[src/source/mem_if_pkg.sv]
// ==========================================================
// Memory port definitions shared by the request multiplexer
// Request and response beats with the widths of their fields
// ==========================================================

package mem_if_pkg;

    // Byte address of a read request
    typedef logic [31:0] addr_t;

    // Client tag that the memory echoes back with each response
    typedef logic [15:0] mdata_t;

    // One beat of read data
    typedef logic [63:0] rdata_t;

    // ==========================================================
    // Read request
    // ==========================================================

    // A request is a plain strobe, so valid is high for exactly one
    // cycle per request and the other fields matter only then
    typedef struct packed {
        logic   valid;
        addr_t  addr;
        mdata_t mdata;
    } mem_req_t;

    // ==========================================================
    // Read response
    // ==========================================================

    // The memory returns the request's mdata unchanged, which is what
    // lets the multiplexer route a response without extra storage
    typedef struct packed {
        logic   valid;
        mdata_t mdata;
        rdata_t data;
    } mem_rsp_t;

endpackage

[src/source/mux_cfg_pkg.sv]
// ==========================================================
// Configuration of the two-client request multiplexer
// ==========================================================

package mux_cfg_pkg;

    // Number of client ports behind the shared memory port
    localparam int NUM_CLIENTS = 2;

    // Mdata bit that carries the client index to the memory and back
    localparam int RESERVED_MDATA_IDX = 15;

    // Entries in each request buffer
    localparam int REQ_BUF_DEPTH = 4;

    // Almost-full rises when this many free entries or fewer remain
    localparam int REQ_BUF_ALM_FULL = 2;

    // Index of a client, as stored in the reserved mdata bit
    typedef logic [$clog2(NUM_CLIENTS)-1:0] client_idx_t;

    // Read and write pointers into a request buffer
    typedef logic [$clog2(REQ_BUF_DEPTH)-1:0] buf_ptr_t;

    // Fill count of a request buffer, from empty up to full
    typedef logic [$clog2(REQ_BUF_DEPTH+1)-1:0] buf_cnt_t;

    // Round-robin history, the client that won the last grant
    typedef enum logic {
        LAST_WAS_0 = 1'b0,
        LAST_WAS_1 = 1'b1
    } arb_state_t;

endpackage

[src/source/req_buffer.sv]
// ==========================================================
// Request buffer for one client port
// Small circular FIFO that decouples a client from the arbiter
// and flags almost-full back to the client
// ==========================================================

`timescale 1ns/1ns

module req_buffer
(
    input  logic                clk,
    input  logic                reset_n,
    input  mem_if_pkg::mem_req_t client_req,
    output logic                client_alm_full,
    output mem_if_pkg::mem_req_t head,
    input  logic                deq
);

    // Request storage, payload only, so it needs no reset
    mem_if_pkg::mem_req_t buf_mem [mux_cfg_pkg::REQ_BUF_DEPTH];

    mux_cfg_pkg::buf_ptr_t wr_ptr;
    mux_cfg_pkg::buf_ptr_t rd_ptr;
    mux_cfg_pkg::buf_cnt_t count;

    // Pointer increment that wraps at the buffer depth, so the depth
    // does not have to be a power of two
    function automatic mux_cfg_pkg::buf_ptr_t next_ptr(input mux_cfg_pkg::buf_ptr_t ptr);
        if (ptr == mux_cfg_pkg::buf_ptr_t'(mux_cfg_pkg::REQ_BUF_DEPTH - 1))
        begin
            return '0;
        end
        return ptr + 1'b1;
    endfunction

    // ==========================================================
    // Write and read side
    // ==========================================================

    always_ff @(posedge clk)
    begin
        if (client_req.valid)
        begin
            buf_mem[wr_ptr] <= client_req;
        end
    end

    always_ff @(posedge clk)
    begin
        if (!reset_n)
        begin
            wr_ptr <= '0;
            rd_ptr <= '0;
            count  <= '0;
        end
        else
        begin
            if (client_req.valid)
            begin
                wr_ptr <= next_ptr(wr_ptr);
            end
            if (deq)
            begin
                rd_ptr <= next_ptr(rd_ptr);
            end
            // A write and a dequeue in the same cycle leave the count alone
            if (client_req.valid && !deq)
            begin
                count <= count + 1'b1;
            end
            else if (!client_req.valid && deq)
            begin
                count <= count - 1'b1;
            end
        end
    end

    // The oldest entry is offered to the arbiter; valid means not empty
    always_comb
    begin
        head       = buf_mem[rd_ptr];
        head.valid = (count != '0);
    end

    // Derived from the registered count, so it rises the cycle after the
    // write that leaves REQ_BUF_ALM_FULL or fewer entries free
    assign client_alm_full = (count >= mux_cfg_pkg::buf_cnt_t'(
        mux_cfg_pkg::REQ_BUF_DEPTH - mux_cfg_pkg::REQ_BUF_ALM_FULL));

    // ==========================================================
    // Protocol checks
    // ==========================================================

    // The client must hold off while it sees almost-full
    a_alm_full_respected: assert property (@(posedge clk) disable iff (!reset_n)
        client_alm_full |-> !client_req.valid)
        else $error("req_buffer: client request while almost-full");

    a_no_write_when_full: assert property (@(posedge clk) disable iff (!reset_n)
        client_req.valid |-> (count != mux_cfg_pkg::buf_cnt_t'(mux_cfg_pkg::REQ_BUF_DEPTH)))
        else $error("req_buffer: write into a full buffer");

    // The arbiter may only dequeue a head that it saw as valid
    a_no_deq_when_empty: assert property (@(posedge clk) disable iff (!reset_n)
        deq |-> (count != '0))
        else $error("req_buffer: dequeue from an empty buffer");

endmodule

[src/source/req_arbiter.sv]
// ==========================================================
// Round-robin arbiter between two request buffer heads
// Tags the winner's mdata with its client index and drives
// the registered request toward the memory port
// ==========================================================

`timescale 1ns/1ns

module req_arbiter
(
    input  logic                clk,
    input  logic                reset_n,
    input  mem_if_pkg::mem_req_t head_0,
    input  mem_if_pkg::mem_req_t head_1,
    output logic                deq_0,
    output logic                deq_1,
    input  logic                mem_alm_full,
    output mem_if_pkg::mem_req_t mem_req
);

    // Client that won the most recent grant
    mux_cfg_pkg::arb_state_t last_winner;

    // Outcome of the current cycle
    logic                    grant;
    mux_cfg_pkg::client_idx_t winner;
    mem_if_pkg::mem_req_t    sel_head;
    mem_if_pkg::mdata_t      tagged_mdata;

    // Registered memory request
    logic                    req_valid_q;
    mem_if_pkg::addr_t       req_addr_q;
    mem_if_pkg::mdata_t      req_mdata_q;

    // ==========================================================
    // Winner selection
    // ==========================================================

    // Any valid head gets a grant unless the memory is almost full
    assign grant = (head_0.valid || head_1.valid) && !mem_alm_full;

    // With two clients round robin reduces to one expression.
    // Client 1 wins when it is alone, or when both ask and client 0 won last
    assign winner = head_1.valid && (!head_0.valid || (last_winner == mux_cfg_pkg::LAST_WAS_0));

    assign sel_head = (winner == 1'b1) ? head_1 : head_0;

    // The reserved bit arrives as zero and leaves carrying the winner's index
    always_comb
    begin
        tagged_mdata = sel_head.mdata;
        tagged_mdata[mux_cfg_pkg::RESERVED_MDATA_IDX] = winner;
    end

    // Dequeue strobes go out in the grant cycle itself
    assign deq_0 = grant && (winner == 1'b0);
    assign deq_1 = grant && (winner == 1'b1);

    // History only moves when something was actually granted
    always_ff @(posedge clk)
    begin
        if (!reset_n)
        begin
            // Client 0 gets the first grant after reset
            last_winner <= mux_cfg_pkg::LAST_WAS_1;
        end
        else if (grant)
        begin
            last_winner <= (winner == 1'b1) ? mux_cfg_pkg::LAST_WAS_1 : mux_cfg_pkg::LAST_WAS_0;
        end
    end

    // ==========================================================
    // Memory request register
    // ==========================================================

    always_ff @(posedge clk)
    begin
        if (!reset_n)
        begin
            req_valid_q <= 1'b0;
        end
        else
        begin
            req_valid_q <= grant;
        end
    end

    always_ff @(posedge clk)
    begin
        if (grant)
        begin
            req_addr_q  <= sel_head.addr;
            req_mdata_q <= tagged_mdata;
        end
    end

    assign mem_req = '{valid: req_valid_q, addr: req_addr_q, mdata: req_mdata_q};

    // ==========================================================
    // Checks
    // ==========================================================

    // The reserved bit would be overwritten, so a client must leave it zero
    a_reserved_bit_zero: assert property (@(posedge clk) disable iff (!reset_n)
        grant |-> (sel_head.mdata[mux_cfg_pkg::RESERVED_MDATA_IDX] == 1'b0))
        else $error("req_arbiter: client mdata[%0d] must be zero",
                    mux_cfg_pkg::RESERVED_MDATA_IDX);

    a_one_deq: assert property (@(posedge clk) disable iff (!reset_n)
        !(deq_0 && deq_1))
        else $error("req_arbiter: both buffers dequeued at once");

endmodule

[src/source/rsp_router.sv]
// ==========================================================
// Response router toward the two client ports
// Steers each memory response by its tag bit and clears it
// ==========================================================

`timescale 1ns/1ns

module rsp_router
(
    input  logic                clk,
    input  logic                reset_n,
    input  mem_if_pkg::mem_rsp_t mem_rsp,
    output mem_if_pkg::mem_rsp_t client_rsp_0,
    output mem_if_pkg::mem_rsp_t client_rsp_1
);

    // Client that the current memory response belongs to
    mux_cfg_pkg::client_idx_t rsp_idx;

    // Registered response, shared by both clients
    mem_if_pkg::mdata_t rsp_mdata_q;
    mem_if_pkg::rdata_t rsp_data_q;
    logic               rsp_valid_0_q;
    logic               rsp_valid_1_q;

    assign rsp_idx = mem_rsp.mdata[mux_cfg_pkg::RESERVED_MDATA_IDX];

    // Data and tag are broadcast; the valids pick the destination
    always_ff @(posedge clk)
    begin
        rsp_mdata_q <= mem_rsp.mdata;
        // The bit was zero when the client issued the request
        rsp_mdata_q[mux_cfg_pkg::RESERVED_MDATA_IDX] <= 1'b0;
        rsp_data_q  <= mem_rsp.data;
    end

    always_ff @(posedge clk)
    begin
        if (!reset_n)
        begin
            rsp_valid_0_q <= 1'b0;
            rsp_valid_1_q <= 1'b0;
        end
        else
        begin
            rsp_valid_0_q <= mem_rsp.valid && (rsp_idx == 1'b0);
            rsp_valid_1_q <= mem_rsp.valid && (rsp_idx == 1'b1);
        end
    end

    assign client_rsp_0 = '{valid: rsp_valid_0_q, mdata: rsp_mdata_q, data: rsp_data_q};
    assign client_rsp_1 = '{valid: rsp_valid_1_q, mdata: rsp_mdata_q, data: rsp_data_q};

    // A response belongs to exactly one client
    a_one_rsp_valid: assert property (@(posedge clk) disable iff (!reset_n)
        !(client_rsp_0.valid && client_rsp_1.valid))
        else $error("rsp_router: response delivered to both clients");

endmodule

[src/source/client_mux_top.sv]
// ==========================================================
// Two-client read request multiplexer
// Buffers each client, arbitrates onto one memory port and
// routes the responses back by the reserved mdata bit
// ==========================================================

`timescale 1ns/1ns

module client_mux_top
(
    input  logic                clk,
    input  logic                reset_n,
    input  mem_if_pkg::mem_req_t client_req_0,
    input  mem_if_pkg::mem_req_t client_req_1,
    output logic                client_alm_full_0,
    output logic                client_alm_full_1,
    output mem_if_pkg::mem_rsp_t client_rsp_0,
    output mem_if_pkg::mem_rsp_t client_rsp_1,
    output mem_if_pkg::mem_req_t mem_req,
    input  logic                mem_alm_full,
    input  mem_if_pkg::mem_rsp_t mem_rsp
);

    // Buffer heads offered to the arbiter and its dequeue strobes
    mem_if_pkg::mem_req_t head_0;
    mem_if_pkg::mem_req_t head_1;
    logic                 deq_0;
    logic                 deq_1;

    // ==========================================================
    // Request path
    // ==========================================================

    req_buffer u_buf_0
    (
        .clk             (clk),
        .reset_n         (reset_n),
        .client_req      (client_req_0),
        .client_alm_full (client_alm_full_0),
        .head            (head_0),
        .deq             (deq_0)
    );

    req_buffer u_buf_1
    (
        .clk             (clk),
        .reset_n         (reset_n),
        .client_req      (client_req_1),
        .client_alm_full (client_alm_full_1),
        .head            (head_1),
        .deq             (deq_1)
    );

    req_arbiter u_arbiter
    (
        .clk          (clk),
        .reset_n      (reset_n),
        .head_0       (head_0),
        .head_1       (head_1),
        .deq_0        (deq_0),
        .deq_1        (deq_1),
        .mem_alm_full (mem_alm_full),
        .mem_req      (mem_req)
    );

    // ==========================================================
    // Response path
    // ==========================================================

    rsp_router u_router
    (
        .clk          (clk),
        .reset_n      (reset_n),
        .mem_rsp      (mem_rsp),
        .client_rsp_0 (client_rsp_0),
        .client_rsp_1 (client_rsp_1)
    );

endmodule

[config.mk]
export PLATFORM = sky130hd
export DESIGN_NAME = client_mux_top
export DESIGN_NICKNAME = d
export VERILOG_FILES = /design/src/source/mem_if_pkg.sv /design/src/source/mux_cfg_pkg.sv /design/src/source/req_buffer.sv /design/src/source/req_arbiter.sv /design/src/source/rsp_router.sv /design/src/source/client_mux_top.sv
export SDC_FILE = /design/constraint.sdc
export NUM_CORES = 1
export LEC_CHECK = 0
export BUFFER_PORTS_ARGS = -buffer_cell sky130_fd_sc_hd__buf_2
export CORE_UTILIZATION = 51
export DETAILED_ROUTE_END_ITERATION = 10
export PLACE_DENSITY = 0.81
export RECOVER_POWER = 100
export SYNTH_ARGS = -nofsm -noshare
export SYNTH_HDL_FRONTEND = slang
export SYNTH_SLANG_ARGS = --single-unit
[constraint.sdc]
create_clock -name clk -period 5.9 [get_ports clk]
set_input_delay 1.77 -clock clk [delete_from_list [all_inputs] [get_ports clk]]
set_output_delay 1.77 -clock clk [all_outputs]
set_load 0.05 [all_outputs]
======== After elaboration in Yosys (flattened, before gate mapping) ========
Memories as Yosys holds them, arrays and structs flattened. A register that Yosys moved wholly into a read port is not among the register bits.
Cells that the tools add are included.
word-level totals
  bits of input ports ..................... 182
  register bits ........................... 145
  output and inout port bits .............. 213
  RAM bits ................................ 392
  memories ................................ 2
memories
  memory           depth  bits a word  rd ports  clocked after Yosys merged registers in  write ports  line              source
  u_buf_0.buf_mem  4      49           1         1                                        1            req_buffer.sv:20  mem_if_pkg::mem_req_t buf_mem [mux_cfg_pkg::REQ_BUF_DEPTH];
  u_buf_1.buf_mem  4      49           1         1                                        1            req_buffer.sv:20
cells by class
  equal/unequal tests ..................... 4
  $lt $le $gt $ge ......................... 2
  bitwise logic cells ..................... 3
  add/subtract/negate cells ............... 8
  mux-type cells .......................... 34
  reduce and logical (&&, ||, !) cells .... 22
operators with widths
  cell                                                               count
  2-to-1 mux 48 bit                                                  1
  2-to-1 mux 2 bit                                                   12
  2-to-1 mux 1 bit                                                   17
  2-to-1 mux 3 bit                                                   4
  logical AND 1 bit                                                  10
  adder 2 x 1 -> 2 bit, second input constant                        4
  equality test 2 bit, second input constant                         4
  adder 3 x 1 -> 3 bit, second input constant                        2
  greater-or-equal comparator 3 x 2 -> 1 bit, second input constant  2
  zero test 1 bit                                                    6
  nonzero test 3 bit                                                 2
  subtractor 3 x 1 -> 3 bit, second input constant                   2
  nonzero test 2 bit                                                 2
  NOT 1 bit                                                          3
  logical OR 1 bit                                                   2

======== Depth between registers and ports, before layout ========
  word-level depth ........................ 11
  mapped depth ............................ 9
  gate-level depth less buffers ........... 9

======== By module ========
From an unflattened synthesis, not the netlist that was laid out.
unflattened totals
  cell total of the unflattened synthesis .. 869
  area, all modules ....................... 19,251.0 µm²
modules (own cells, without submodules)
  module       cells each  instances  area each (µm²)  seq. area each (µm²)
  req_buffer   294         2          7,375.8          5,945.7
  rsp_router   167         1          2,264.7          1,621.6
  req_arbiter  114         1          2,234.6          1,481.4

======== Least setup slack after synthesis ========
Ideal clock, no wire load.
  path kind ............................... input to register
  from .................................... in mem_alm_full
  to ...................................... reg u_arbiter.req_addr_q[0], enable pin
  cell stages on the path ................. 1
  path buffers ............................ 0
  data required time ...................... 5.429 ns
  path slack .............................. 1.285 ns
  data arrival time ....................... 4.144 ns
  cell sequence ........................... a21oi_1
between the ends
  longest elaborated chain between the ends .. 2
RTL lines
  element                 line                  source
  start: declaration      client_mux_top.sv:20  input logic mem_alm_full,
  zero test 1 bit         req_arbiter.sv:40     assign grant = (head_0.valid || head_1.valid) && !mem_alm_full;
  logical AND 1 bit       req_arbiter.sv:40
  end signal: assignment  req_arbiter.sv:93     req_addr_q <= sel_head.addr;
  end: declaration        req_arbiter.sv:32     mem_if_pkg::addr_t req_addr_q;
Every way passes these cells.
A chain may end at the register's enable or synchronous reset.

======== Final worst setup path ========
  from .................................... in client_req_0[48] (netlist bit)
  to ...................................... mem u_buf_0.buf_mem[1][34] (netlist bit), enable pin
between the ends
  longest elaborated chain between the ends .. 2
RTL lines
  element                                 line                  source
  start: declaration                      client_mux_top.sv:13  input mem_if_pkg::mem_req_t client_req_0,
  2-to-1 mux 1 bit                        req_buffer.sv:42      if (client_req.valid)
  2-to-1 mux 1 bit (implied by the code)  req_buffer.sv:44      buf_mem[wr_ptr] <= client_req;
  end: declaration                        req_buffer.sv:20
Every way passes these cells.

==> flow_metrics.py <==
metrics = {
    "pwr": {
        "leakage_nw": 7.34,
        "ir_drop_v": 0.000405,
        "power.density_nw_per_um2": 480,
    },
    "outcome": {
        "outcome": "finished with violations",
        "violations": "capacitance limit, slew limit",
    },
    "timing": {
        "fin_tns_setup_ps": 0,
        "max_slew_margin_pct": -103,
        "finClkSkew_ps": 17.9,
        "finalCriticalPeriod_ps": 4210,
        "fmax_mhz": 238,
        "tightestPinTransition_ps": 3040,
        "period_share_pct": 71.3,
        "setup-violations-final": 0,
        "finalHoldViolations": 0,
        "slew_viol_final": 462,
        "rsz0062_at_grt": "false",
        "setup_ws_ps": 1690,
    },
    "synth": {
        "synth_enable_flop_cells": 424,
        "async_flop_share_pct": 0,
        "synth_top_area_cell": "edfxtp_1",
        "synthDistinctLibCells": 28,
        "yosysSeqAreaShare_pct": 78.1,
        "synthTopCellsByArea": "edfxtp_1 (67%), mux4_2 (11%), dfxtp_1 (11%), buf_4 (3.3%), mux2_2 (2.3%)",
        "ys_ff_latch": 525,
        "yosysTopAreaCellShare_pct": 67.4,
        "yosysMostFrequentCell": "edfxtp_1",
        "synth_cells": 868,
        "synthTopCellsByCount": "edfxtp_1 (424), dfxtp_1 (101), mux4_2 (94), buf_4 (84), mux2_2 (38)",
        "synth_area_per_cell_um2": 21.8,
        "syn_area_um2": 18900,
        "synth_warnings": 0,
        "synthFlopType": "edfxtp_1",
    },
    "setup_path": {
        "critical_path_required_ps": 6000,
        "worstPathArrival_ps": 4310,
        "cp.buffers_inverters": 1,
        "critical_path.top_delay_family": "simple AND/OR/NAND/NOR gates",
        "startpoint_type": "input pin",
        "worst_path_max_delay_cell": "and2_1",
        "cp-end-kind": "flip-flop",
        "max_stage_delay_ps": 2260,
        "crit_fanout": 47,
        "critPathKind": "input pin to flip-flop",
        "crit_chain": "clkbuf_1 > and2_1",
    },
    "clocking": {
        "cts-root-buf": "clkbuf_16",
        "tritoncts": "done",
        "clk_pin_slew_ps": 60,
        "cts_resized": 0,
        "clock-sinks": 525,
        "hold_buffers": 0,
        "ctsLongestPathBuffers": 3,
        "postCtsSetupBuffers": 0,
        "numCtsBuffers": 51,
        "htreeDepth": 2,
        "clock_latency_ps": 570,
    },
    "final_layout": {
        "finish.instance_area_um2": 22000,
        "drive_above_1_share_pct": 24.1,
        "finalNonFillerCells": 1721,
        "synthToLayoutAreaGrowth_pct": 16.4,
        "final_nets": 1401,
    },
    "die": {
        "rows": 70,
        "core-area_um2": 36500,
        "pin_count": 395,
        "die_height_um": 195,
        "die_w_um": 195,
        "dieArea_um2": 37800,
        "start_util_pct": 51.8,
    },
    "routing": {
        "wl_um": 39900,
        "post_drt_wl_per_cell_um": 23.2,
        "dr.pass1.iters": 5,
        "drt_iter0_drc": 551,
        "drc": 0,
        "via_count": 9259,
        "vias_per_cell": 5.38,
        "drtAntennaViolNets": 0,
    },
    "global_routing": {
        "antenna_found_initial": 8,
        "grt_pass1_wl_um": 58500,
        "track_usage_pct": 21.2,
        "grt_pass1_vias": 9722,
        "grt-ovfl-total": 0,
        "grt_max_degree": 49,
    },
    "placed_design": {
        "dpl.cell_count": 1620,
        "placed_cell_area_um2": 20700,
        "gp_congestion": 0.881,
        "port_buffers": 390,
        "dp_hpwl_um": 23900,
        "dp_slack_ps": 2210,
    },
    "run": {
        "maxCapViolCount": 10,
    },
    "hold_path": {
        "hold_path.class": "flip-flop to flip-flop",
    },
}
==> cell type report <==
type	instances	area (um2)
sequential	525	14800
fill	2725	14500
multi-input combinational	220	3250
timing repair buffer	394	1590
clock buffer	65	1470
tap	468	586
clock inverter	29	270
inverter	13	48.8
antenna	7	17.5
==> flip-flops by register name (all words and copies together), names as in the netlist, 2 cells and up, named ones only <==
register and flops:
u_buf_0.buf_mem 188, u_buf_1.buf_mem 188, u_router.rsp_data_q 64, u_arbiter.req_addr_q 32, u_arbiter.req_mdata_q 16, u_router.rsp_mdata_q 15
u_buf_0.count 3, u_buf_1.count 3, u_buf_0.rd_ptr 2, u_buf_0.wr_ptr 2, u_buf_1.rd_ptr 2, u_buf_1.wr_ptr 2
==> routing by layer <==
metal | global-route usage [%] | up-vias | share of wire (%)
li1 | - | 4030 | -
met1 | 25.1 | 4797 | 38
met2 | 37.6 | 352 | 53
met3 | 4.04 | 78 | 5.2
met4 | 9.41 | 2 | 3.3
met5 | 0 | - | 0.033
==> metrics by stage <==
stage               hold slack (ps)  power (W)  utilization, %
global placement                467    0.00739            56.7
CTS                             512     0.0107            61.5
global route                    534     0.0109            60.2
floorplan                       463    0.00687               -
detailed placement              492    0.00743            56.7
finish                          509     0.0106            60.2
==> power by group <==
part / internal [W] / leakage [nW] / switching [W]
clock network: 0.00195 / 0.870 / 0.00137
logic: 0.000882 / 1.71 / 0.00157
registers: 0.00448 / 4.76 / 0.000301
total: 0.00732 / 7.34 / 0.00324
==> path summary, 6_finish.rpt <==
| check | start | to | slack, ps | cells after the start |
|---|---|---|---|---|
| min | u_buf_0.rd_ptr[1] | flip-flop | 510 | 2 |
| max | client_req_0[48] | u_buf_0.buf_mem[1][34] | 1690 | 2 |
| max reg2reg | u_buf_0.count[0] | u_arbiter.req_addr_q[5] | 2380 | 3 |
| min reg2reg | u_buf_0.rd_ptr[1] | flip-flop | 510 | 2 |
==> logic make-up after synthesis <==
group,after synthesis,synth area share (%)
DFF,525,78.1
muxes,149,14.6
buffers and inverters,124,4.61
and+or+nand+nor,40,1.09
adders and majority gates,14,1.01
AOI/OAI and AO/OA,11,0.430
xor gates and xnor gates,4,0.185
other,1,0.0198
==> cells in the final DEF (no fill, tap or decap), types with 2 or more instances in the layout <==
master / instances
conb_1: 2
and2_1: 9
bufinv_16: 4
o21ai_0: 3
dfxtp_4: 2
clkinv_2: 9
mux2_2: 35
mux4_2: 94
buf_4: 3
a21oi_1: 4
or3_1: 5
or2_2: 2
nor2_1: 10
xor2_1: 4
edfxtp_1: 424
nor3b_1: 3
clkinv_1: 5
diode_2: 7
dfxtp_1: 97
inv_1: 14
clkbuf_8: 6
mux2_1: 12
nand2_1: 8
ha_1: 12
clkinvlp_4: 2
clkbuf_1: 319
buf_2: 76
nor3_1: 2
inv_8: 2
fa_1: 2
inv_4: 3
clkbuf_16: 55
mux2i_1: 8
inv_6: 3
dfxtp_2: 2
Note: power is estimated with default switching activity, not from simulation.
